--- src/soc_pkg.sv ---
package soc_pkg;

  // bus word and strobe widths
  typedef logic [31:0] addr_t;
  typedef logic [31:0] data_t;
  typedef logic [3:0]  be_t;

  // seven-segment pattern, active low, segment a in bit 0
  typedef logic [6:0]  seg_t;

  typedef logic [17:0] led_t;
  typedef logic [17:0] sw_t;

  localparam int RAM_WORDS = 256;
  typedef logic [$clog2(RAM_WORDS)-1:0] ram_index_t;
  typedef logic [1:0] io_index_t;

  // ram window 0x0000_0000 to 0x0000_03ff
  localparam addr_t RAM_BASE = 32'h0000_0000;
  localparam addr_t RAM_MASK = 32'h0000_03ff;

  // io window 0x0001_0000 to 0x0001_000f
  localparam addr_t IO_BASE  = 32'h0001_0000;
  localparam addr_t IO_MASK  = 32'h0000_000f;

  // io register indexes
  localparam io_index_t IO_LED = 2'd0;
  localparam io_index_t IO_SW  = 2'd1;

  typedef enum logic [1:0] {
    cs_none,
    cs_ram,
    cs_io
  } cs_e;

  typedef enum logic [1:0] {
    st_idle,
    st_access,
    st_capture,
    st_done
  } bus_state_e;

endpackage

--- src/io_regs.sv ---
`timescale 1ns/10ps

module io_regs (
  input  logic           clock_50,
  input  logic           rst_n,
  input  logic           io_read,
  input  logic           io_write,
  input  soc_pkg::addr_t address,
  input  soc_pkg::data_t writedata,
  input  soc_pkg::be_t   byteenable,
  input  soc_pkg::sw_t   sw,
  output soc_pkg::data_t io_readdata,
  output soc_pkg::led_t  ledr
);
  import soc_pkg::*;

  io_index_t idx;
  led_t      led_q;
  sw_t       sw_meta;
  sw_t       sw_sync;

  assign idx  = address[3:2];
  assign ledr = led_q;

  // switches are asynchronous to the bus clock
  always_ff @(posedge clock_50 or negedge rst_n) begin
    if (!rst_n) begin
      sw_meta <= '0;
      sw_sync <= '0;
    end else begin
      sw_meta <= sw;
      sw_sync <= sw_meta;
    end
  end

  // led register, only the low three bytes exist
  always_ff @(posedge clock_50 or negedge rst_n) begin
    if (!rst_n) begin
      led_q <= '0;
    end else if (io_write && idx == IO_LED) begin
      if (byteenable[0]) begin
        led_q[7:0] <= writedata[7:0];
      end
      if (byteenable[1]) begin
        led_q[15:8] <= writedata[15:8];
      end
      if (byteenable[2]) begin
        led_q[17:16] <= writedata[17:16];
      end
    end
  end

  always_ff @(posedge clock_50) begin
    if (io_read) begin
      case (idx)
        IO_LED:  io_readdata <= {14'h0, led_q};
        IO_SW:   io_readdata <= {14'h0, sw_sync};
        // unused slots
        default: io_readdata <= '0;
      endcase
    end
  end

  a_io_exclusive: assert property (@(posedge clock_50) disable iff (!rst_n)
    !(io_read && io_write))
    else $error("io read and write pulses overlap");

endmodule

--- config.mk ---
export PLATFORM = sky130hd
export DESIGN_NAME = io_regs
export DESIGN_NICKNAME = d
export VERILOG_FILES = /design/src/soc_pkg.sv /design/src/io_regs.sv
export SDC_FILE = /design/constraint.sdc
export NUM_CORES = 1
export LEC_CHECK = 0
export BUFFER_PORTS_ARGS = -buffer_cell sky130_fd_sc_hd__buf_2
export CAP_MARGIN = 20
export CORE_MARGIN = 3
export CORE_UTILIZATION = 49
export CTS_BUF_LIST = sky130_fd_sc_hd__clkbuf_8
export CTS_CLUSTER_DIAMETER = 150
export DETAILED_ROUTE_END_ITERATION = 8
export PLACE_DENSITY = 0.84
export SETUP_SLACK_MARGIN = 0.05
export SYNTH_ARGS = -nofsm -noshare
export SYNTH_HDL_FRONTEND = slang
export SYNTH_SLANG_ARGS = --single-unit
--- constraint.sdc ---
create_clock -name clock_50 -period 2.6 [get_ports clock_50]
set_clock_uncertainty 0.2 [all_clocks]
set_input_delay 0.26 -clock clock_50 [delete_from_list [all_inputs] [get_ports clock_50]]
set_output_delay 0.26 -clock clock_50 [all_outputs]
set_load 0.01 [all_outputs]
# Word level (Yosys, flattened, before mapping)
# Cells that the tools add are included.
[word_totals]
output_inout_bits = 50
reg_bits = 86
[classes]
n_eq_ne = 1
n_mux = 1
n_reduce_logical = 5
[ops]
columns = ["cell", "n"]
rows = [
  ["$pmux 18 s2", 1],
  ["$reduce_and 2->1", 3],
  ["$eq 2x1->1 const B", 1],
  ["$logic_not 2->1", 1],
  ["$logic_and 1x1->1", 1],
]

# Longest topological paths before layout
[depth]
word_depth = 3
ltp_mapped = 4
mapped_depth_nobuf = 2

# Worst setup path after synthesis
# No wires, ideal clock.
[synth_path]
path_kind = "input-to-reg"
start = "input port address[3]"
end = "register led_q[16] (netlist: ledr[16])"
path_stages = 3
n_path_buf = 1
t_arrival_ps = 1052
setup_slack_ps = 1223
t_required_ps = 2275
setup_time_ps = 125
path_cell_list = "buf_2 > nor4bb_4 > mux2_2"
[synth_via]
elab_chain_cells = 3
[synth_lines]
columns = ["element", "line_no", "text"]
rows = [
  ["start: declaration", "io_regs.sv:8", "input soc_pkg::addr_t address,"],
  ["$logic_not 2->1", "io_regs.sv:40", "end else if (io_write && idx == IO_LED) begin"],
  ["$logic_and 1x1->1", "io_regs.sv:40", ""],
  ["$reduce_and 2->1 (no line)", "-", ""],
  ["end signal: assignment", "io_regs.sv:48", "led_q[17:16] <= writedata[17:16];"],
  ["end: declaration", "io_regs.sv:18", "led_t led_q;"],
]
# No other way between the ends.
# A chain may end at the register's enable or synchronous reset.

# Final worst setup path
[layout_path]
start = "input port address[2]"
end = "register led_q[5] (netlist: ledr[5])"
# Same word-level chain as after synthesis.

==> flow_summary.toml <==
[status]
status = "finished clean"

[min_path]
hold_path_end = "sw_sync[3]"
hp-class = "register to register"
min_delay_path_depth = 0
hold_path_startpoint = "sw_meta[3]"

[routing]
routedWlPerCell_um = 14.5
first_pass_iters = 4
dr.first_iter.drc_count = 62
postRouteAntennaNets = 0
viasPerCell = 4.45
vias = 1534
routed_wl_um = 5010
drc = 0

[layout]
syn2layout_area_growth_pct = 38.0
nets = 363
drive_above_1_share_pct = 40.6
antenna_cells = 0

[cts]
cts_buffers = 9
clkTransAtPathRegs_ns = 0.07
clkSinkCount = 72
cts_tree = "done"
h-tree-depth = 3
clockBufferDepth = 2
cts_resized = 0
insertion_delay_ns = 0.32
post_cts_buffers = 0
cts_root_buf = "clkbuf_8"

[grt]
grt_overflow = 0
grt_pass1_vias = 1599
antenna_found_initial = 0
grtUsageTotal_pct = 17.6
grt_max_degree = 30
grt_pass1_wl_um = 7940

[critical_path]
rr_worst_depth = 2
worstSetupPathType = "input port to register"
setup.worst_path.start_class = "input port"
crit_required_ns = 2.60
rrSetupSlack_ns = 1.51
r2r_end = "io_readdata[6]"
reg2reg_from = "ledr[6]"
worstPathArrival_ns = 1.58
crit_fanout = 21
endpoint_kind = "register"

[floorplanning]
core_um2 = 4880
num_rows = 25
dieArea_um2 = 6080
die_w_um = 78.0
die_h_um = 78.0
ioPinCount = 140
initial_core_util_pct = 52.0

[job]
maxCapViolCount = 0

[timing]
hold_viol = 0
rsz0062_at_grt = "false"
final.min_clock_period_ns = 1.58
finalSetupTns_ns = 0
timing.fmax_mhz = 633
worst_pin_slew_ns = 0.633
setup_viol = 0
post-route-period-util_pct = 60.8
slew_violations = 0
slew-limit-headroom_pct = 57.8

[synth]
synth_seq_cells = 72
yosysWarnings = 0
ys_seq_area_share_pct = 74.5
netlist_area_um2 = 2540
syn_inst = 150
ys_types = 12
synth_area_per_cell_um2 = 16.9

[power]
powerDensity_nw_per_um2 = 723
ir_worst_vdd_mv = 0.556
leakage_nw = 1.69
power_w = 0.00253

[place]
place.gp.congestion = 0.713
io_buffers = 80
==> registers in the layout (all words and copies together) (netlist names) <==
name / count
io_readdata: 18
ledr: 18
sw_sync: 18
sw_meta: 18
==> repair_timing <==
action,in CTS,in global routing
hold buffers,37,0
endpoints found under the setup margin,0,0
endpoints found under the hold margin,63,0
==> report_power, final <==
part | internal (W) | switching [W]
clock network | 0.000456 | 0.000367
logic | 0.000192 | 0.000176
registers | 0.00128 | 0.0000622
total | 0.00193 | 0.000605
==> worst max path at each step <==
| stage | from | to | depth (start not counted) |
|---|---|---|---|
| after CTS | address[2] | ledr[5] | 3 |
| final | address[2] | ledr[5] | 3 |
| after global routing | address[2] | ledr[3] | 3 |
| after floorplan | address[3] | ledr[16] | 3 |
| after global placement | address[2] | ledr[3] | 3 |
| after detailed placement | address[2] | ledr[5] | 3 |
==> Yosys cell counts <==
master / instances / area share [%]
mux2i_1: 18 / 7.1
buf_4: 15 / 4.4
nor2_1: 18 / 2.7
dfrtp_1: 54 / 53
conb_1: 1 / 0.15
mux2_2: 18 / 8.0
and4bb_1: 2 / 0.99
nor4bb_4: 1 / 0.99
buf_2: 3 / 0.59
buf_6: 1 / 0.44
clkbuf_1: 1 / 0.15
edfxtp_1: 18 / 21
==> cells by family after synthesis <==
family                 count (synthesis)  synth area share, %
buffers and inverters                 20                 5.62
DFF                                   72                 74.5
other                                  1                0.148
muxes                                 36                 15.1
and+or+nand+nor                       21                 4.63
==> final cells by class <==
type                            instances  area [um2]
Clock inverter                          6        52.6
Sequential cell                        72        1890
Timing Repair Buffer                  119         786
Multi-Input combinational cell         71         553
Fill cell                             325        1380
Tap cell                               67        83.8
Clock buffer                           10         138
==> through the flow <==
step | instance area [um2] | setup WS, ns | cells | utilization, % | hold slack [ns]
detailed placement | 2940 | 0.662 | 292 | 60.3 | 0.0990
global route | 3500 | 0.952 | 345 | 71.8 | 0.153
CTS | 3500 | 0.998 | 345 | 71.8 | 0.145
finish | 3500 | 1.02 | 345 | 71.8 | 0.146
floorplan | 2590 | 1.22 | 163 | - | -0.236
global placement | 2940 | 0.669 | 292 | 60.3 | 0.0932
==> cells in the final DEF (no fill, tap or decap) <==
cell	synthesis	routed
clkbuf_8	0	10
clkinv_1	0	1
bufinv_16	0	1
clkinvlp_4	0	1
edfxtp_1	18	18
mux2_2	18	18
nor4bb_4	1	1
dlygate4sd3_1	0	37
buf_4	15	2
dfrtp_1	54	54
buf_2	3	80
mux2i_1	18	18
inv_1	0	3
and4bb_1	2	2
nor2_1	18	18
conb_1	1	14
==> routing by layer <==
layer | wire length (um) | GRT usage [%]
met1 | 1910 | 20.0
met2 | 2800 | 31.8
met3 | 246 | 4.64
met4 | 56 | 5.94
met5 | 0 | 0
==> worst max-delay path, stage by stage <==
cell      delay [ns]
buf_2           0.31
and4bb_1        0.62
mux2_2          0.39
(Power assumes the default switching activity.)
