==> src/soc_pkg.sv <==
package soc_pkg;

  // bus word and strobe widths
  typedef logic [31:0] addr_t;
  typedef logic [31:0] data_t;
  typedef logic [3:0]  be_t;

  // seven-segment pattern, active low, segment a in bit 0
  typedef logic [6:0]  seg_t;

  typedef logic [17:0] led_t;
  typedef logic [17:0] sw_t;

  localparam int RAM_WORDS = 256;
  typedef logic [$clog2(RAM_WORDS)-1:0] ram_index_t;
  typedef logic [1:0] io_index_t;

  // ram window 0x0000_0000 to 0x0000_03ff
  localparam addr_t RAM_BASE = 32'h0000_0000;
  localparam addr_t RAM_MASK = 32'h0000_03ff;

  // io window 0x0001_0000 to 0x0001_000f
  localparam addr_t IO_BASE  = 32'h0001_0000;
  localparam addr_t IO_MASK  = 32'h0000_000f;

  // io register indexes
  localparam io_index_t IO_LED = 2'd0;
  localparam io_index_t IO_SW  = 2'd1;

  typedef enum logic [1:0] {
    cs_none,
    cs_ram,
    cs_io
  } cs_e;

  typedef enum logic [1:0] {
    st_idle,
    st_access,
    st_capture,
    st_done
  } bus_state_e;

endpackage

==> src/bus_controller.sv <==
`timescale 1ns/10ps

module bus_controller (
  input  logic           clock_50,
  input  logic           rst_n,
  input  soc_pkg::addr_t address,
  input  logic           read,
  input  logic           write,
  input  soc_pkg::data_t ram_readdata,
  input  soc_pkg::data_t io_readdata,
  output soc_pkg::data_t readdata,
  output logic           waitrequest,
  output logic           fault,
  output logic           bus_start,
  output logic           ram_read,
  output logic           ram_write,
  output logic           io_read,
  output logic           io_write
);
  import soc_pkg::*;

  bus_state_e state;
  cs_e        cs_now;
  cs_e        cs_q;
  logic       strobe;

  function automatic cs_e decode_cs(input addr_t a);
    cs_e cs;
    cs = cs_none;
    if ((a & ~RAM_MASK) == RAM_BASE) begin
      cs = cs_ram;
    end else if ((a & ~IO_MASK) == IO_BASE) begin
      cs = cs_io;
    end
    return cs;
  endfunction

  assign strobe      = read | write;
  assign cs_now      = decode_cs(address);
  // master is held off for every state but st_done
  assign waitrequest = strobe && (state != st_done);

  always_ff @(posedge clock_50 or negedge rst_n) begin
    if (!rst_n) begin
      state     <= st_idle;
      cs_q      <= cs_none;
      bus_start <= 1'b0;
      ram_read  <= 1'b0;
      ram_write <= 1'b0;
      io_read   <= 1'b0;
      io_write  <= 1'b0;
      fault     <= 1'b0;
    end else begin
      // slave strobes last one cycle
      bus_start <= 1'b0;
      ram_read  <= 1'b0;
      ram_write <= 1'b0;
      io_read   <= 1'b0;
      io_write  <= 1'b0;
      case (state)
        st_idle: begin
          if (strobe) begin
            cs_q      <= cs_now;
            bus_start <= 1'b1;
            ram_read  <= read  && (cs_now == cs_ram);
            ram_write <= write && (cs_now == cs_ram);
            io_read   <= read  && (cs_now == cs_io);
            io_write  <= write && (cs_now == cs_io);
            // sticky until reset
            if (cs_now == cs_none) begin
              fault <= 1'b1;
            end
            state <= st_access;
          end
        end
        st_access: begin
          state <= st_capture;
        end
        st_capture: begin
          state <= st_done;
        end
        st_done: begin
          state <= st_idle;
        end
        default: begin
          state <= st_idle;
        end
      endcase
    end
  end

  // slave read data merges here, one edge after the slave registers it
  always_ff @(posedge clock_50) begin
    if (state == st_capture) begin
      if (!read) begin
        readdata <= '0;
      end else begin
        case (cs_q)
          cs_ram:  readdata <= ram_readdata;
          cs_io:   readdata <= io_readdata;
          default: readdata <= '0;
        endcase
      end
    end
  end

  a_single_strobe: assert property (@(posedge clock_50) disable iff (!rst_n)
    !(read && write))
    else $error("read and write raised together");

  a_one_slave_pulse: assert property (@(posedge clock_50) disable iff (!rst_n)
    $onehot0({ram_read, ram_write, io_read, io_write}))
    else $error("more than one slave strobe active");

endmodule

==> config.mk <==
export PLATFORM = sky130hd
export DESIGN_NAME = bus_controller
export DESIGN_NICKNAME = d
export VERILOG_FILES = /design/src/soc_pkg.sv /design/src/bus_controller.sv
export SDC_FILE = /design/constraint.sdc
export NUM_CORES = 1
export LEC_CHECK = 0
export BUFFER_PORTS_ARGS = -buffer_cell sky130_fd_sc_hd__buf_2
export CORE_ASPECT_RATIO = 0.75
export CORE_UTILIZATION = 30
export CTS_BUF_LIST = sky130_fd_sc_hd__clkbuf_8
export CTS_CLUSTER_SIZE = 30
export DETAILED_ROUTE_END_ITERATION = 6
export PLACE_DENSITY = 0.67
export SKIP_LAST_GASP = 1
export SLEW_MARGIN = 10
export SYNTH_ARGS = -nofsm -noshare
export SYNTH_HDL_FRONTEND = slang
export SYNTH_SLANG_ARGS = --single-unit
==> constraint.sdc <==
create_clock -name clock_50 -period 3.64 [get_ports clock_50]
set_input_delay 0.728 -clock clock_50 [delete_from_list [all_inputs] [get_ports clock_50]]
set_output_delay 0.728 -clock clock_50 [all_outputs]
set_load 0.01 [all_outputs]
* After elaboration in Yosys (flattened, before gate mapping) *
Cells that the tools add are included.

cells by class
  equality and inequality tests = 10
  muxes and demuxes = 15
  bitwise logic cells = 1
  reduce and logical (&&, ||, !) cells = 10

operators with widths
  kind                                                               number
  32-bit one-hot mux with 2 select lines                             1
  32-bit zero test                                                   1
  28-bit by 13-bit == test with 1-bit output, second input constant  1
  1-bit 2-to-1 mux                                                   10
  2-bit == test, second input constant                               4
  2-bit one-hot mux with 4 select lines                              1
  2-bit by 1-bit == test with 1-bit output, second input constant    3
  2-bit 2-to-1 mux                                                   3
  1-bit logical AND                                                  5
  2-bit zero test                                                    2
  2-bit != test, second input constant                               2
  3-bit AND reduction                                                1
  2-bit AND reduction                                                1
  1-bit bitwise OR                                                   1

storage, ports and cells
  bits in registers = 42
  bits of input ports = 100
  logic and storage cells = 45

* Logic depth before layout (Yosys ltp) *
  depth in word-level cells = 7
  depth in mapped cells = 6
  depth with buffers taken out = 6

* Worst setup path before layout *
Ideal clock, no wire load.

  kind = reg-to-reg
  start point = register state[0]
  end point = register readdata[0], enable pin
  library setup time = 393 ps
  arrival time = 1307 ps
  data required time = 3247 ps
  path slack = 1941 ps
  stages on the path, launching flop included = 3
  cell sequence = dfrtp_1 inv_1 ha_1

between the ends
  cells in the longest elaborated chain, start to end = 1

RTL lines
  item                    RTL line               text
  start, declared         bus_controller.sv:22   bus_state_e state;
  start signal, assigned  bus_controller.sv:45   state <= st_idle;
  start signal, assigned  bus_controller.sv:73   state <= st_access;
  start signal, assigned  bus_controller.sv:77   state <= st_capture;
  2-bit == test           bus_controller.sv:94   if (state == st_capture) begin
  end signal, assigned    bus_controller.sv:99   cs_ram: readdata <= ram_readdata;
  end signal, assigned    bus_controller.sv:100  cs_io: readdata <= io_readdata;
  end, declared           bus_controller.sv:11   output soc_pkg::data_t readdata,

No other way between the ends.
A chain may end at the register's enable or synchronous reset.

* Worst setup path in the final report *
  start point = register cs_q[0]
  end point = register readdata[4] (data pin)

between the ends
  cells in the longest elaborated chain, start to end = 2
  elaborated cells between the ends (all ways) = 3
  classes of those cells = eq/ne: 2; mux: 1

RTL lines
  item                                                                              RTL line              text
  start, declared                                                                   bus_controller.sv:24  cs_e cs_q;
  start signal, assigned                                                            bus_controller.sv:46  cs_q <= cs_none;
  start signal, assigned                                                            bus_controller.sv:63  cs_q <= cs_now;
  2-bit == test / 2-bit by 1-bit == test with 1-bit output (equally long branches)  bus_controller.sv:98  case (cs_q)
  32-bit one-hot mux with 2 select lines (*)                                        bus_controller.sv:98

Mark *: on every way between the ends. The rest lies on a longest branch, timed or not.

==> results.json <==
{
  "multi_input_area_sq_um": 617,
  "synth_top_area_share_pct": 51.1,
  "grt_use_total_pct": 14.9,
  "drc": 0,
  "largest_reg_flops": 32,
  "antenna_cells": 0,
  "synth-edff-count": 32,
  "viasPerCell": 4.72,
  "vias": 1748,
  "top_regs": "readdata (32), cs_q (2), state (2)",
  "dieArea_sq_um": 6590,
  "syn_to_final_growth_pct": 47.2,
  "first_pass_iters": 4,
  "die_h_microns": 70.6,
  "ctsHoldBuffers": 0,
  "arrival_ps": 2130,
  "fin_tns_setup_ps": 0,
  "synthMuxAreaShare_pct": 0,
  "path_cells": "inv_1 -> ha_1 -> a22oi_1 -> nor2_1",
  "cp-start-kind": "flop",
  "power_density_nw_per_um2": 558,
  "io_buffer_count": 134,
  "yosysSeqAreaShare_pct": 64.4,
  "relSlewSlack_pct": 20.8,
  "yosysUniqueCellTypes": 23,
  "cts-resized-gates": 0,
  "cts_tree": "built",
  "leakage_uw": 0.00119,
  "rows": 24,
  "path_buf_inv": 1,
  "totalWireLength_microns": 4840,
  "first_global_vias": 1599,
  "grt_pass1_wl_microns": 7420,
  "endpoint_kind": "flop",
  "synth_fa_ha_area_share_pct": 3.33,
  "design_power_total_uw": 1540,
  "rsz0062_at_grt": "no",
  "synth_compound_area_share_pct": 15.2,
  "setup_viol_count_final": 0,
  "place.gp.congestion": 0.806,
  "cts.clk_slew.worst_paths_ps": 80,
  "slowest_stage": "ha_1",
  "synthXorXnorAreaFrac_pct": 0,
  "final-seq-area_sq_um": 1210,
  "post_cts_buffers": 0,
  "synth_top_family_by_area": "compound AO/OA/AOI/OAI gates",
  "synthTopCellsByArea": "edfxtp_1 51%, dfrtp_1 13%, a22oi_1 13%",
  "yosys.area_share.simple_pct": 14.3,
  "nFillCells": 565,
  "hpwl_microns": 3650,
  "synth_cells": 157,
  "ys_ff_latch": 42,
  "fin_crit_sh_pct": 54.6,
  "tightest_slew_ps": 1190,
  "coreArea_sq_um": 5920,
  "numCtsBuffers": 5,
  "crit_type": "flop to flop",
  "io_pins": 139,
  "clockRootBuffer": "clkbuf_8",
  "top_register": "readdata",
  "maxSlewViolCount": 0,
  "syn_area_sq_um": 1880,
  "ant_nets": 0,
  "skew_ps": 5.29,
  "die_x_microns": 93.4,
  "htreeDepth": 2,
  "slowest_delay_ps": 940,
  "start_util_pct": 31.8,
  "hold_class": "input port to async pin",
  "max_freq_ghz": 0.503,
  "r2r_slack_ps": 1650,
  "avgSynthCellArea_sq_um": 12.0,
  "cp_top_family": "adder cells",
  "grt_max_degree": 33,
  "async_reset_ff_share_pct": 23.8,
  "r2r_cells": 4,
  "drive_above_1_share_pct": 50.3,
  "yosysWarningCount": 0,
  "clk_latency_ps": 290,
  "clk_path_buf_depth": 2,
  "layout_min_cycle_time_ps": 1990,
  "ir_drop_mv": 0.238,
  "synth_nets": 262,
  "finalHoldViolCount": 0,
  "status": "finished clean",
  "fin_nets": 396,
  "cts_sinks": 42,
  "cp.required_ps": 3780,
  "wl_per_cell_microns": 13.1,
  "antenna_found_initial": 0,
  "overflow": 0,
  "synth_flop_cell": "edfxtp_1",
  "drtIter0Drc": 28,
  "cap_violations": 0,
  "yosysTopAreaCell": "edfxtp_1",
  "r2r-end": "readdata[4]$_SDFFCE_PN0P_",
  "crit_fanout": 32,
  "rr_startpoint": "cs_q[0]$_DFFE_PN0P_"
}
power breakdown:
group	internal [uW]	leakage, uW	switching (uW)	total [uW]
Combinational	148	0.000679	242	390
Clock	275	0.0000683	162	437
Sequential	684	0.000442	33.6	717
cells in the mapped netlist (2+ instances only):
| master | n |
|---|---|
| nor2_1 | 37 |
| a22oi_1 | 32 |
| edfxtp_1 | 32 |
| dfrtp_1 | 10 |
| clkbuf_1 | 6 |
| ha_1 | 5 |
| inv_1 | 5 |
| nand2_1 | 5 |
| nor4_1 | 4 |
| buf_1 | 3 |
| a31oi_1 | 2 |
| and4_1 | 2 |
| and4b_1 | 2 |
| o21ai_0 | 2 |
| o41ai_1 | 2 |
cell families after synthesis:
| group | after synthesis |
|---|---|
| and+or+nand+nor | 57 |
| buffers and inverters | 14 |
| adders and majority gates | 5 |
| DFF | 42 |
| AOI/OAI and AO/OA | 39 |
per-layer routing:
layer / vias up / global-route usage [%] / wire, microns
met5: - / 0 / 0
met4: 0 / 5.64 / 59
met3: 7 / 4.52 / 399
met2: 74 / 25.9 / 2280
met1: 805 / 17.4 / 2100
li1: 862 / - / -
through the flow:
stage / util (%) / setup WS (ps) / area (sq um) / hold slack (ps) / instances
5_1_grt: 46.8 / 1450 / 2770 / 289 / 370
2_1_floorplan: - / 1940 / 1880 / 432 / 157
4_1_cts: 46.8 / 1620 / 2770 / 282 / 370
3_3_place_gp: 44.5 / 1640 / 2630 / 455 / 362
6_report: 46.8 / 1650 / 2770 / 289 / 370
3_5_place_dp: 44.5 / 1620 / 2630 / 524 / 362
worst register-to-register path, delay by kind of cell, from the launching register on:
family / cells / cell delay (ps)
AOI/OAI and AO/OA: 1 / 270
adders and majority gates: 1 / 940
DFF: 1 / 410
buffers and inverters: 1 / 60
and+or+nand+nor: 1 / 160
layout make-up:
cell class                      count  area share (%)
Clock inverter                      3            2.49
Multi-Input combinational cell    101            22.3
Inverter                            5           0.678
Clock buffer                        5            2.49
Sequential cell                    42            43.8
Tap cell                           78            3.53
Timing Repair Buffer              136            24.8
cell usage in the layout, fill, tap and decap left out:
cell type	count
ha_1	5
buf_2	134
and4_1	2
a31oi_1	2
edfxtp_1	32
nor4_1	4
nand3_1	1
nor3_1	1
bufinv_16	2
o21ai_0	2
nand2b_1	1
o21ai_1	1
nor2_2	1
and3_2	1
nand2_1	5
buf_4	2
dfrtp_1	10
nand4_1	1
inv_1	5
clkbuf_8	5
clkinv_4	1
nor2_1	37
a22oi_1	32
o41ai_1	2
and4b_1	2
nor4_2	1
worst max-delay path by stage:
stage / start / slack, ps / endpoint / cells past startpoint
after floorplan: state[0]$_DFFE_PN0P_ / 1940 / readdata[0]$_SDFFCE_PN0P_ / 2
after global placement: read / 1640 / readdata[9]$_SDFFCE_PN0P_ / 4
after detailed placement: read / 1620 / readdata[4]$_SDFFCE_PN0P_ / 4
after CTS: cs_q[0]$_DFFE_PN0P_ / 1620 / readdata[9]$_SDFFCE_PN0P_ / 4
after global routing: cs_q[0]$_DFFE_PN0P_ / 1450 / readdata[4]$_SDFFCE_PN0P_ / 4
final: cs_q[0]$_DFFE_PN0P_ / 1650 / readdata[4]$_SDFFCE_PN0P_ / 4
No activity file was read; power rests on OpenSTA's default activity.
