File: config.mk
export PLATFORM = sky130hd
export DESIGN_NAME = hex_monitor
export DESIGN_NICKNAME = d
export VERILOG_FILES = /design/src/soc_pkg.sv /design/src/hex_monitor.sv
export SDC_FILE = /design/constraint.sdc
export NUM_CORES = 1
export LEC_CHECK = 0
export BUFFER_PORTS_ARGS = -buffer_cell sky130_fd_sc_hd__buf_4
export CORE_ASPECT_RATIO = 1.4
export CORE_MARGIN = 4
export CORE_UTILIZATION = 45
export DETAILED_ROUTE_END_ITERATION = 10
export HOLD_SLACK_MARGIN = 0.12
export PLACE_DENSITY = 0.73
export SYNTH_ARGS = -nofsm -noshare
export SYNTH_HDL_FRONTEND = slang
export SYNTH_SLANG_ARGS = --single-unit
File: constraint.sdc
create_clock -name clock_50 -period 1.3 [get_ports clock_50]
set_clock_uncertainty 0.05 [all_clocks]
set_input_delay 0.065 -clock clock_50 [delete_from_list [all_inputs] [get_ports clock_50]]
set_output_delay 0.065 -clock clock_50 [all_outputs]
set_load 0.01 [all_outputs]
File: src/soc_pkg.sv
package soc_pkg;

  // bus word and strobe widths
  typedef logic [31:0] addr_t;
  typedef logic [31:0] data_t;
  typedef logic [3:0]  be_t;

  // seven-segment pattern, active low, segment a in bit 0
  typedef logic [6:0]  seg_t;

  typedef logic [17:0] led_t;
  typedef logic [17:0] sw_t;

  localparam int RAM_WORDS = 256;
  typedef logic [$clog2(RAM_WORDS)-1:0] ram_index_t;
  typedef logic [1:0] io_index_t;

  // ram window 0x0000_0000 to 0x0000_03ff
  localparam addr_t RAM_BASE = 32'h0000_0000;
  localparam addr_t RAM_MASK = 32'h0000_03ff;

  // io window 0x0001_0000 to 0x0001_000f
  localparam addr_t IO_BASE  = 32'h0001_0000;
  localparam addr_t IO_MASK  = 32'h0000_000f;

  // io register indexes
  localparam io_index_t IO_LED = 2'd0;
  localparam io_index_t IO_SW  = 2'd1;

  typedef enum logic [1:0] {
    cs_none,
    cs_ram,
    cs_io
  } cs_e;

  typedef enum logic [1:0] {
    st_idle,
    st_access,
    st_capture,
    st_done
  } bus_state_e;

endpackage

File: src/hex_monitor.sv
`timescale 1ns/10ps

module hex_monitor (
  input  logic           clock_50,
  input  logic           rst_n,
  input  logic           bus_start,
  input  logic           show_key,
  input  soc_pkg::addr_t address,
  output soc_pkg::seg_t  hex0,
  output soc_pkg::seg_t  hex1,
  output soc_pkg::seg_t  hex2,
  output soc_pkg::seg_t  hex3,
  output soc_pkg::seg_t  hex4,
  output soc_pkg::seg_t  hex5,
  output soc_pkg::seg_t  hex6,
  output soc_pkg::seg_t  hex7
);
  import soc_pkg::*;

  addr_t disp_q;

  // pattern bits are {g,f,e,d,c,b,a}, low lights a segment
  function automatic seg_t seg_of(input logic [3:0] n);
    seg_t s;
    case (n)
      4'h0: s = 7'b1000000;
      4'h1: s = 7'b1111001;
      4'h2: s = 7'b0100100;
      4'h3: s = 7'b0110000;
      4'h4: s = 7'b0011001;
      4'h5: s = 7'b0010010;
      4'h6: s = 7'b0000010;
      4'h7: s = 7'b1111000;
      4'h8: s = 7'b0000000;
      4'h9: s = 7'b0010000;
      4'ha: s = 7'b0001000;
      4'hb: s = 7'b0000011;
      4'hc: s = 7'b1000110;
      4'hd: s = 7'b0100001;
      4'he: s = 7'b0000110;
      default: s = 7'b0001110;
    endcase
    return s;
  endfunction

  // key held means follow the bus, released means freeze
  always_ff @(posedge clock_50 or negedge rst_n) begin
    if (!rst_n) begin
      disp_q <= '0;
    end else if (bus_start && show_key) begin
      disp_q <= address;
    end
  end

  assign hex0 = seg_of(disp_q[3:0]);
  assign hex1 = seg_of(disp_q[7:4]);
  assign hex2 = seg_of(disp_q[11:8]);
  assign hex3 = seg_of(disp_q[15:12]);
  assign hex4 = seg_of(disp_q[19:16]);
  assign hex5 = seg_of(disp_q[23:20]);
  assign hex6 = seg_of(disp_q[27:24]);
  assign hex7 = seg_of(disp_q[31:28]);

endmodule

# After elaboration in Yosys (flattened, before gate mapping)
# Memories as Yosys holds them, arrays and structs flattened.
# Index checks and enable logic that the tools add are counted.
dict set report classes {
  reduce_logical 1
}
# cell count
set ops {}
lappend ops {{1-bit logical AND} 1}
dict set report totals {
  in_bits 36
  word_cells 10
  n_memories 8
  mem_bits_ro 896
  ff_bits 32
  output_inout_bits 56
}
# memory depth word_bits rd rd_clocked_by_memory_dff wr line_no
set memory_table {}
lappend memory_table {{(name not given)} 16 7 1 0 0 hex_monitor.sv:25} ;# case (n)
lappend memory_table {{(name not given)} 16 7 1 0 0 hex_monitor.sv:25}
lappend memory_table {{(name not given)} 16 7 1 0 0 hex_monitor.sv:25}
lappend memory_table {{(name not given)} 16 7 1 0 0 hex_monitor.sv:25}
lappend memory_table {{(name not given)} 16 7 1 0 0 hex_monitor.sv:25}
lappend memory_table {{(name not given)} 16 7 1 0 0 hex_monitor.sv:25}
lappend memory_table {{+2 memories} n/a n/a n/a n/a n/a n/a}

# Depth between registers and ports, before layout
# Gate-level depths: netlist (run 1).
dict set report depth {
  word_depth 1
  mapped_depth 5
  ltp_nobuf 5
}

# Worst setup path after synthesis (run 1)
# OpenSTA, ideal clock, no wires.
dict set report synth_path {
  path_type {register -> output}
  from {reg disp_q[24]}
  to {out hex6[3]}
  stages_incl_launch_ff 5
  t_arrival_ns 1.376
  required_ns 1.185
  slack_ns -0.191
  n_path_buf 0
  cell_sequence {dfrtp_1 -> inv_1 -> ha_1 -> inv_1 -> mux4_1}
}
dict set report synth_via {
  elab_chain_cells 1
}
# element line_no
set synth_lines {}
lappend synth_lines {{start, declared} hex_monitor.sv:20} ;# addr_t disp_q;
lappend synth_lines {{start signal, assigned} hex_monitor.sv:51} ;# disp_q <= address;
lappend synth_lines {{memory read 16 x 7 bit} n/a}
lappend synth_lines {{end, declared} hex_monitor.sv:15} ;# output soc_pkg::seg_t hex6,
# Every way passes these cells.

# Final worst setup path (run 1)
dict set report layout_path {
  from {reg disp_q[0]}
  to {out hex0[3]}
}
dict set report layout_via {
  elab_chain_cells 1
}
# element line_no
set layout_lines {}
lappend layout_lines {{memory read 16 x 7 bit} n/a}
lappend layout_lines {{end, declared} hex_monitor.sv:9} ;# output soc_pkg::seg_t hex0,
# Every way passes these cells.

==> results.yml, run 1 <==
clocking:
  ctsLongestPathBuffers: 2
  tritoncts.num_buffers: 5
  ctsRootBufferMaster: "sky130_fd_sc_hd__clkbuf_8"
  cts_sinks: 32
  clk_latency_ns: 0.29
  tritoncts_clock_tree: "yes"
  clkTransAtPathRegs_ns: 0.08
  cts_htree_levels: 2
die:
  die_area_sq_um: 8900
  rows: 36
  chipWidth_um: 80.9
  design.core.area_sq_um: 7120
  die_height_um: 110
  boundaryPins: 92
  floorplan.initialDensity: 0.470
power:
  leakage_nw: 2.94
  sequential_group_share_of_total_power: 0.207
  total_switching_power_mw: 2.85
  switching_share: 0.395
  irDropWorstVdd_uv: 997
  power.density_cell_area_nw_per_um2: 1130
  power_frac_clock: 0.106
  power.internal_mw: 4.37
  power_frac_comb: 0.686
timing:
  setup-tns-final_ns: -24.07
  layout_worst_path_cycle_share: 1.49
  max_clock_freq_mhz: 516
  slew-limit-headroom: 0.706
  tightest_slew_ns: 0.441
  fin_ws_ns: -0.638
  slew_violations: 0
  grt_setup_unrepaired: "true"
  hold_viol: 0
  period_minus_slack_ns: 1.94
  setup_viol: 56
cells_and_area:
  ant_diodes: 0
  largest_register_ff_count: 32
  area_growth_syn_to_layout_pct: 91.4
  final_area_sq_um: 6400
  number_of_nets_at_the_end_of_the_flow: 647
  post_route_cells_drive_above_1_share: 0.721
  largest_registers: "disp_q x32"
  largest-register: "disp_q"
synth:
  syn_area_per_cell_sq_um: 10.4
  synth.yosys.warnings: 0
  netlist_top_cells_count: "sky130_fd_sc_hd__ha_1 (56), sky130_fd_sc_hd__mux2_2 (40), sky130_fd_sc_hd__dfrtp_1 (32)"
  synth.yosys.seq_area_share: 0.239
  synth-main-ff-cell: "sky130_fd_sc_hd__dfrtp_1"
  synthDominantAreaCellType: "sky130_fd_sc_hd__dfrtp_1"
  syn_nets: 414
  synthesis.instances: 322
  postSynth.asyncResetShare: 1.00
  netlist-cell-type-count: 31
  synth.top_cell.area_share: 0.239
  synth.area.top_cells: "sky130_fd_sc_hd__dfrtp_1 (24%), sky130_fd_sc_hd__ha_1 (21%), sky130_fd_sc_hd__mux2_2 (13%)"
  ys_ff_latch: 32
  number_of_enable_flip_flop_cells_after_synthesis: 0
  netlist_area_sq_um: 3350
  synthMostInstantiatedCell: "sky130_fd_sc_hd__ha_1"
placement:
  gpl.final_weighted_congestion: 0.856
  detailed_place.area_sq_um: 4860
  dpl.hpwl_mm: 6.48
  portBuffers: 91
  detailedPlace.worstSlack_ns: -0.222
critical_path:
  cp_data_required_time_ns: 1.19
  startpoint_class: "flip-flop"
  worst_path_max_stage_delay_ns: 0.49
  setup_slack_of_the_most_critical_reg_to_reg_path_ns: 0.10
  startpoint: "disp_q[0]"
  cp_arrival_ns: 1.82
  critical_path.slowest_cell: "sky130_fd_sc_hd__mux4_2"
  reg2reg_to: "disp_q[5]"
  crit_path_max_fanout: 6
  reg2regPathDepth: 3
  crit_path_end: "hex0[3]"
  critical_path.cell_chain: "inv_4 > ha_4 > inv_2 > mux4_2 > buf_6"
  r2r_start: "disp_q[5]"
  crit_path_class: "flip-flop to output pin"
  endpoint_kind: "output pin"
status:
  violations: "negative setup slack"
  run_status: "finished with violations"
global_route:
  grt_antenna_before_repair: 0
  groute.usage.overall: 0.227
  pin_count_of_the_biggest_net_entering_global_routing: 33
  grt_pass1_vias: 3497
  grt_remaining_overflow: 0
  global_route_wire_length_before_repair_mm: 15.9
routing:
  detail_routed_via_count_per_cell: 5.35
  drt-total-wl_mm: 12.9
  vias: 3480
  drt_pre_antenna_iters: 4
  drt_iter0_markers: 102
  route.antenna.remaining_nets: 0
  routed_wire_length_per_instance_um: 19.8
  route.detailed.drc: 0
job:
  maxCapViolCount: 0
min_path:
  min-delay-path-class: "input port to async pin"
## power groups by stage
stage	clock network (mW)	registers (mW)	logic, mW
2_1_floorplan	0	1.37	1.94
3_3_place_gp	0	1.41	3.43
3_5_place_dp	0	1.42	3.53
4_1_cts	0.768	1.43	4.06
5_1_grt	0.822	1.53	5.24
6_report	0.767	1.50	4.96
## stage by stage
stage / power (mW) / hold WS (ns) / cells / utilization
2_1_floorplan: 3.31 / -0.281 / 322 / -
3_3_place_gp: 4.85 / -0.0140 / 576 / 0.683
3_5_place_dp: 4.96 / -0.0105 / 576 / 0.683
4_1_cts: 6.26 / 0.218 / 631 / 0.809
5_1_grt: 7.60 / 0.272 / 650 / 0.900
6_report: 7.22 / 0.256 / 650 / 0.900
## routing by layer
| metal | routed length (um) | GRT usage | part of all wire |
|---|---|---|---|
| met1 | 4430 | 0.226 | 0.34 |
| met3 | 591 | 0.0431 | 0.046 |
| met4 | 518 | 0.0737 | 0.040 |
| met5 | 0 | 0 | 0 |
| met2 | 7340 | 0.456 | 0.57 |
## logic make-up (layout without fill, tap and decap cells)
logic type | after synthesis | count (layout) | share of synthesized area
compound gates | 52 | 52 | 0.109
simple gates | 62 | 62 | 0.0961
fa+ha+maj | 56 | 56 | 0.209
mux | 77 | 77 | 0.281
flops | 32 | 32 | 0.239
buf+inv | 43 | 276 | 0.0654
## critical path, delay by kind of cell, from the launching register on
family                     cells  cell delay (ns)
DFF                            1             0.48
muxes                          1             0.49
buffers and inverters          3             0.28
adders and majority gates      1             0.27
## placed cells by master (no fill, tap or decap), drive strengths merged
master / instances
buf: 211
ha: 56
mux2: 40
dlygate4sd3: 33
dfrtp: 32
nor2: 31
mux2i: 29
o21ai: 19
inv: 19
a22o: 12
nand2: 10
mux4: 8
nor2b: 8
clkinv: 7
a32o: 7
or3b: 7
clkbuf: 6
a21oi: 5
o31ai: 5
and2: 2
nand2b: 2
o211ai: 1
o31a: 1
o22ai: 1
o2bb2ai: 1
or3: 1
nand3: 1
## worst min path at each step
stage	endpoint	slack, ns
floorplan	disp_q[0]	-0.28
global placement	disp_q[3]	-0.01
detailed placement	disp_q[3]	-0.01
CTS	disp_q[4]	0.22
global route	disp_q[5]	0.27
finish	disp_q[5]	0.26
## area by class of cell
type / instances / area (sq um)
multi-input cells: 247 / 3010
repair buffers: 244 / 2220
flip-flops and latches: 32 / 823
fillers: 302 / 712
inverters: 25 / 151
well taps: 95 / 119
clock buffers: 6 / 72.6
clock inverters: 1 / 5.00
## timing repair
item / CTS / global route
gates resized for setup: 100 / 127
setup endpoints to repair: 56 / 56
hold endpoints to repair: 64 / 0
setup buffers: 15 / 21
hold buffers: 33 / 0
pin swaps: 32 / 46
cloned: 0 / 0
Note: power is estimated with default switching activity, not from simulation.
==> inputs of run 2 (changes only) <==
--- a/config.mk
+++ b/config.mk
@@ -8,10 +8,10 @@
 export BUFFER_PORTS_ARGS = -buffer_cell sky130_fd_sc_hd__buf_4
 export CORE_ASPECT_RATIO = 1.4
 export CORE_MARGIN = 4
-export CORE_UTILIZATION = 45
+export CORE_UTILIZATION = 40
 export DETAILED_ROUTE_END_ITERATION = 10
 export HOLD_SLACK_MARGIN = 0.12
-export PLACE_DENSITY = 0.73
+export PLACE_DENSITY = 0.66
 export SYNTH_ARGS = -nofsm -noshare
 export SYNTH_HDL_FRONTEND = slang
 export SYNTH_SLANG_ARGS = --single-unit
==> results.yml, run 2 (synthesis gave the netlist of run 1 again) <==
routing:
  drt_pre_antenna_iters: 4
  drt-total-wl_mm: 10.5
  routed_wire_length_per_instance_um: 16.0
  drt_iter0_markers: 110
  route.antenna.remaining_nets: 0
  route.detailed.drc: 0
  vias: 3352
  detail_routed_via_count_per_cell: 5.09
cells_and_area:
  n_fill_cell: 478
  number_of_nets_at_the_end_of_the_flow: 647
  seqCellArea_sq_um: 825
  finalCoreUtilization: 0.800
  post_route_cells_drive_above_1_share: 0.725
  ant_diodes: 0
  layout_common_cells: "sky130_fd_sc_hd__buf_4 (138), sky130_fd_sc_hd__buf_6 (72), sky130_fd_sc_hd__ha_4 (44), sky130_fd_sc_hd__mux2_2 (33), sky130_fd_sc_hd__dlygate4sd3_1 (33)"
  area_growth_syn_to_layout_pct: 95.0
  largest_register_ff_count: 32
  largest-register: "disp_q"
  mostFrequentLayoutCell: "sky130_fd_sc_hd__buf_4"
  multi_input_comb_area_sq_um: 3090
  largest_registers: "disp_q x32"
clocking:
  cts_sinks: 32
  clkTransAtPathRegs_ns: 0.05
  ctsRootBufferMaster: "sky130_fd_sc_hd__clkbuf_16"
  tritoncts.num_buffers: 5
  cts_htree_levels: 2
  tritoncts_clock_tree: "yes"
  clk_latency_ns: 0.28
  ctsLongestPathBuffers: 2
timing:
  tightest_slew_ns: 0.447
  max_clock_freq_mhz: 542
  grt_setup_unrepaired: "true"
  fin_ws_ns: -0.544
  period_minus_slack_ns: 1.84
  slew_violations: 0
  slew-limit-headroom: 0.702
  layout_worst_path_cycle_share: 1.42
  hold_viol: 0
  setup_viol: 56
status:
  run_status: "finished with violations"
  violations: "negative setup slack"
die:
  die_area_sq_um: 9910
  rows: 39
  floorplan.initialDensity: 0.411
  die_height_um: 116
  design.core.area_sq_um: 8150
  chipWidth_um: 85.3
  boundaryPins: 92
global_route:
  grt_remaining_overflow: 0
  grt_antenna_before_repair: 0
  groute.usage.overall: 0.200
  pin_count_of_the_biggest_net_entering_global_routing: 33
  grt_pass1_vias: 3429
  global_route_wire_length_before_repair_mm: 16.0
power:
  irDropWorstVdd_uv: 930
  sequential_group_share_of_total_power: 0.200
  leakage_nw: 2.95
  switching_share: 0.363
  power.density_cell_area_nw_per_um2: 1150
  power.internal_mw: 4.78
  total_switching_power_mw: 2.73
  power_frac_clock: 0.159
  power_frac_comb: 0.641
critical_path:
  critical_path.cell_chain: "inv_2 > ha_4 > inv_2 > mux4_2 > buf_6"
  endpoint_kind: "output pin"
  crit_path_class: "flip-flop to output pin"
  critical_path.slowest_cell: "sky130_fd_sc_hd__mux4_2"
  cp_data_required_time_ns: 1.19
  cp_arrival_ns: 1.73
  timing.critical_path.max_delay_family: "multiplexers"
  worst_path_most_repeated_cell: "sky130_fd_sc_hd__inv_2"
  path_buf_inv: 3
  worst_path_max_stage_delay_ns: 0.45
  startpoint_class: "flip-flop"
  crit_path_max_fanout: 5
placement:
  detailedPlace.worstSlack_ns: -0.209
  portBuffers: 91
  dpl.hpwl_mm: 6.63
  gpl.final_weighted_congestion: 0.860
min_path:
  min-delay-path-class: "input port to async pin"
job:
  maxCapViolCount: 0
-- run 2: cell type report --
cell class,instances,area share
multi-input cells,247,0.474
repair buffers,244,0.337
well taps,102,0.0196
flip-flops and latches,32,0.126
inverters,25,0.0209
clock buffers,8,0.0224
-- run 2: repair_timing --
item,CTS,global route
pin swaps,46,29
setup endpoints to repair,56,56
resized for setup,135,96
hold buffers,33,0
buffers inserted,20,17
endpoints found under the hold margin,64,0
-- run 2: power by group through the flow --
stage          registers (mW)  clock network, mW  logic, mW
2_1_floorplan            1.37                  0       1.94
4_1_cts                  1.47               1.23       4.19
3_3_place_gp             1.43                  0       3.46
3_5_place_dp             1.45                  0       3.53
6_report                 1.50               1.20       4.81
5_1_grt                  1.54               1.27       5.15
-- run 2: worst reg2reg max path: stages (launching register included) --
cell	delay [ns]
sky130_fd_sc_hd__dfrtp_2	0.45
sky130_fd_sc_hd__buf_4	0.15
sky130_fd_sc_hd__buf_4	0.13
sky130_fd_sc_hd__mux2_2	0.26
-- run 2: metal layers --
metal	GRT usage	share of wire	vias up
met2	0.401	0.58	86
met3	0.0388	0.042	22
li1	-	-	1612
met1	0.203	0.36	1632
met5	0	0	-
met4	0.0676	0.020	0
-- run 2: stage by stage --
stage	area (sq um)	total power [mW]	instances	hold WS (ns)	setup TNS (ns)
2_1_floorplan	3520	3.31	322	-0.281	-0.779
3_3_place_gp	4880	4.89	585	-0.00355	-4.17
3_5_place_dp	4880	4.98	585	-0.00341	-5.25
4_1_cts	6020	6.89	643	0.236	-20.58
5_1_grt	6520	7.97	658	0.291	-24.21
6_report	6520	7.50	658	0.239	-20.99
-- run 2: worst paths after layout --
check,start,to,slack (ns),depth (start not counted)
max,disp_q[4],hex1[3],-0.54,5
min,rst_n,disp_q[5],0.24,2
max reg2reg,disp_q[16],disp_q[16],0.15,3
min reg2reg,disp_q[21],disp_q[21],0.54,1
max in group asynchronous,rst_n,disp_q[25],0.61,2
min in group clock_50,show_key,disp_q[21],0.35,4
==> inputs of run 3 (changes only) <==
--- a/config.mk
+++ b/config.mk
@@ -5,13 +5,12 @@
 export SDC_FILE = /design/constraint.sdc
 export NUM_CORES = 1
 export LEC_CHECK = 0
-export BUFFER_PORTS_ARGS = -buffer_cell sky130_fd_sc_hd__buf_4
 export CORE_ASPECT_RATIO = 1.4
 export CORE_MARGIN = 4
 export CORE_UTILIZATION = 40
 export DETAILED_ROUTE_END_ITERATION = 10
+export DONT_BUFFER_PORTS = 1
 export HOLD_SLACK_MARGIN = 0.12
-export PLACE_DENSITY = 0.66
 export SYNTH_ARGS = -nofsm -noshare
 export SYNTH_HDL_FRONTEND = slang
 export SYNTH_SLANG_ARGS = --single-unit
==> results.yml, run 3 (synthesis gave the netlist of run 1 again) <==
status:
  run_status: "finished with violations"
  violations: "negative setup slack"
critical_path:
  setup_slack_of_the_most_critical_reg_to_reg_path_ns: 0.13
  startpoint_class: "flip-flop"
  startpoint: "disp_q[16]"
  timing.critical_path.max_delay_family: "multiplexers"
  cp_arrival_ns: 1.58
  crit_path_max_fanout: 4
  critical_path.slowest_cell: "sky130_fd_sc_hd__mux4_2"
  cp_data_required_time_ns: 1.19
  critical_path.cell_chain: "inv_4 > ha_4 > inv_2 > mux4_2"
  crit_path_class: "flip-flop to output pin"
  timing.critical_path.depth: 4
  path_buf_inv: 2
  reg2reg_to: "disp_q[10]"
  endpoint_kind: "output pin"
  worst_path_max_stage_delay_ns: 0.50
  crit_path_end: "hex4[3]"
  r2r_start: "disp_q[10]"
  reg2regPathDepth: 2
global_route:
  gr-usage-met2: 0.363
  grt_pass1_vias: 3086
  met1_usage: 0.182
  pin_count_of_the_biggest_net_entering_global_routing: 33
  grt_antenna_before_repair: 0
  grt_use_met3: 0.0438
  groute.usage.overall: 0.183
  grt_remaining_overflow: 0
  global_route_wire_length_before_repair_mm: 14.6
  top_usage_layer: "met2"
clocking:
  clk_latency_ns: 0.28
  cts_htree_levels: 2
  cts_sinks: 32
  clkTransAtPathRegs_ns: 0.05
  ctsRootBufferMaster: "sky130_fd_sc_hd__clkbuf_16"
  ctsLongestPathBuffers: 2
  tritoncts_clock_tree: "yes"
  tritoncts.num_buffers: 5
die:
  design.core.area_sq_um: 8150
  boundaryPins: 92
  rows: 39
  die_height_um: 116
  chipWidth_um: 85.3
  die_area_sq_um: 9910
  floorplan.initialDensity: 0.411
cells_and_area:
  number_of_nets_at_the_end_of_the_flow: 546
  n_fill_cell: 566
  layout.cells.non_filler: 557
  largest_registers: "disp_q x32"
  ant_diodes: 0
  largest-register: "disp_q"
  layout_common_cells: "sky130_fd_sc_hd__buf_4 (65), sky130_fd_sc_hd__buf_6 (41), sky130_fd_sc_hd__ha_4 (39), sky130_fd_sc_hd__mux2_2 (36), sky130_fd_sc_hd__dlygate4sd3_1 (33)"
  post_route_cells_drive_above_1_share: 0.712
  area_growth_syn_to_layout_pct: 70.8
  mostFrequentLayoutCell: "sky130_fd_sc_hd__buf_4"
  finalCoreUtilization: 0.701
  largest_register_ff_count: 32
power:
  switching_share: 0.381
  power.internal_mw: 4.07
  design_power_total_mw: 6.58
  leakage_nw: 2.46
  power_frac_comb: 0.583
  power_frac_clock: 0.180
  irDropWorstVdd_uv: 905
  total_switching_power_mw: 2.51
  power.density_cell_area_nw_per_um2: 1150
  sequential_group_share_of_total_power: 0.237
timing:
  max_clock_freq_mhz: 589
  layout_worst_path_cycle_share: 1.31
  setup-tns-final_ns: -15.31
  tightest_slew_ns: 0.418
  period_minus_slack_ns: 1.70
  grt_setup_unrepaired: "true"
  slew_violations: 0
  setup_viol: 56
  hold_viol: 0
  fin_ws_ns: -0.399
  slew-limit-headroom: 0.721
routing:
  vias: 2897
  drt_iter0_markers: 78
  route.antenna.remaining_nets: 0
  detail_routed_via_count_per_cell: 5.20
  drt-total-wl_mm: 9.19
  drt_pre_antenna_iters: 4
  routed_wire_length_per_instance_um: 16.5
  route.detailed.drc: 0
placement:
  portBuffers: 0
  gpl.final_weighted_congestion: 0.881
  dpl.hpwl_mm: 6.08
  detailedPlace.worstSlack_ns: -0.133
  placedCellCount: 493
min_path:
  min-delay-path-class: "input port to async pin"
job:
  maxCapViolCount: 0
[run 3: cell count changes in the layout (fill, tap and decap cells not counted), moves of 5 or more]
| cell | before | now |
|---|---|---|
| sky130_fd_sc_hd__dfrtp_2 | 19 | 25 |
| sky130_fd_sc_hd__buf_6 | 72 | 41 |
| sky130_fd_sc_hd__ha_4 | 44 | 39 |
| sky130_fd_sc_hd__mux2i_2 | 2 | 7 |
| sky130_fd_sc_hd__dfrtp_1 | 13 | 7 |
| sky130_fd_sc_hd__buf_4 | 138 | 65 |
| sky130_fd_sc_hd__ha_2 | 6 | 11 |
[run 3: per-layer routing]
layer	share of wire	vias to the layer above
met5	0	-
met4	0.017	0
met3	0.051	10
met2	0.58	72
met1	0.36	1405
li1	-	1410
[run 3: worst min-delay path by stage]
stage	startpoint	to	cells after the start	slack, ns
6_report	rst_n	disp_q[25]	2	0.21
5_1_grt	rst_n	disp_q[26]	2	0.25
4_1_cts	rst_n	disp_q[9]	2	0.22
3_5_place_dp	rst_n	disp_q[26]	0	-0.28
3_3_place_gp	rst_n	disp_q[26]	0	-0.28
2_1_floorplan	rst_n	disp_q[0]	0	-0.28
[run 3: final cells by class]
type	instances	area (sq um)	share of cell area
well taps	102	128	0.0223
inverters	25	136	0.0239
multi-input cells	247	3110	0.545
repair buffers	143	1360	0.238
clock buffers	8	146	0.0256
flip-flops and latches	32	832	0.146
[run 3: repair_timing]
action | in CTS | in global routing
pin swaps | 30 | 29
hold buffers | 34 | 0
setup buffers | 18 | 10
setup endpoints to repair | 56 | 56
hold endpoints to repair | 64 | 0
resized for setup | 152 | 70
[run 3: metrics by stage]
step / hold slack, ns / area (sq um)
6_report: 0.210 / 5710
5_1_grt: 0.249 / 5710
4_1_cts: 0.224 / 5460
3_5_place_dp: -0.280 / 4190
3_3_place_gp: -0.280 / 4190
2_1_floorplan: -0.281 / 3520
[run 3: worst reg2reg max path, delay by kind of cell (launching register included)]
kind / cells / cell delay (ns)
buffers and inverters: 1 / 0.23
muxes: 1 / 0.25
DFF: 1 / 0.52
[run 3: power groups by stage]
stage	combinational [mW]	clock (mW)	sequential (mW)
floorplan	1.94	0	1.37
global placement	2.71	0	1.47
detailed placement	2.78	0	1.48
CTS	3.55	1.24	1.53
global route	4.14	1.27	1.61
finish	3.83	1.18	1.56
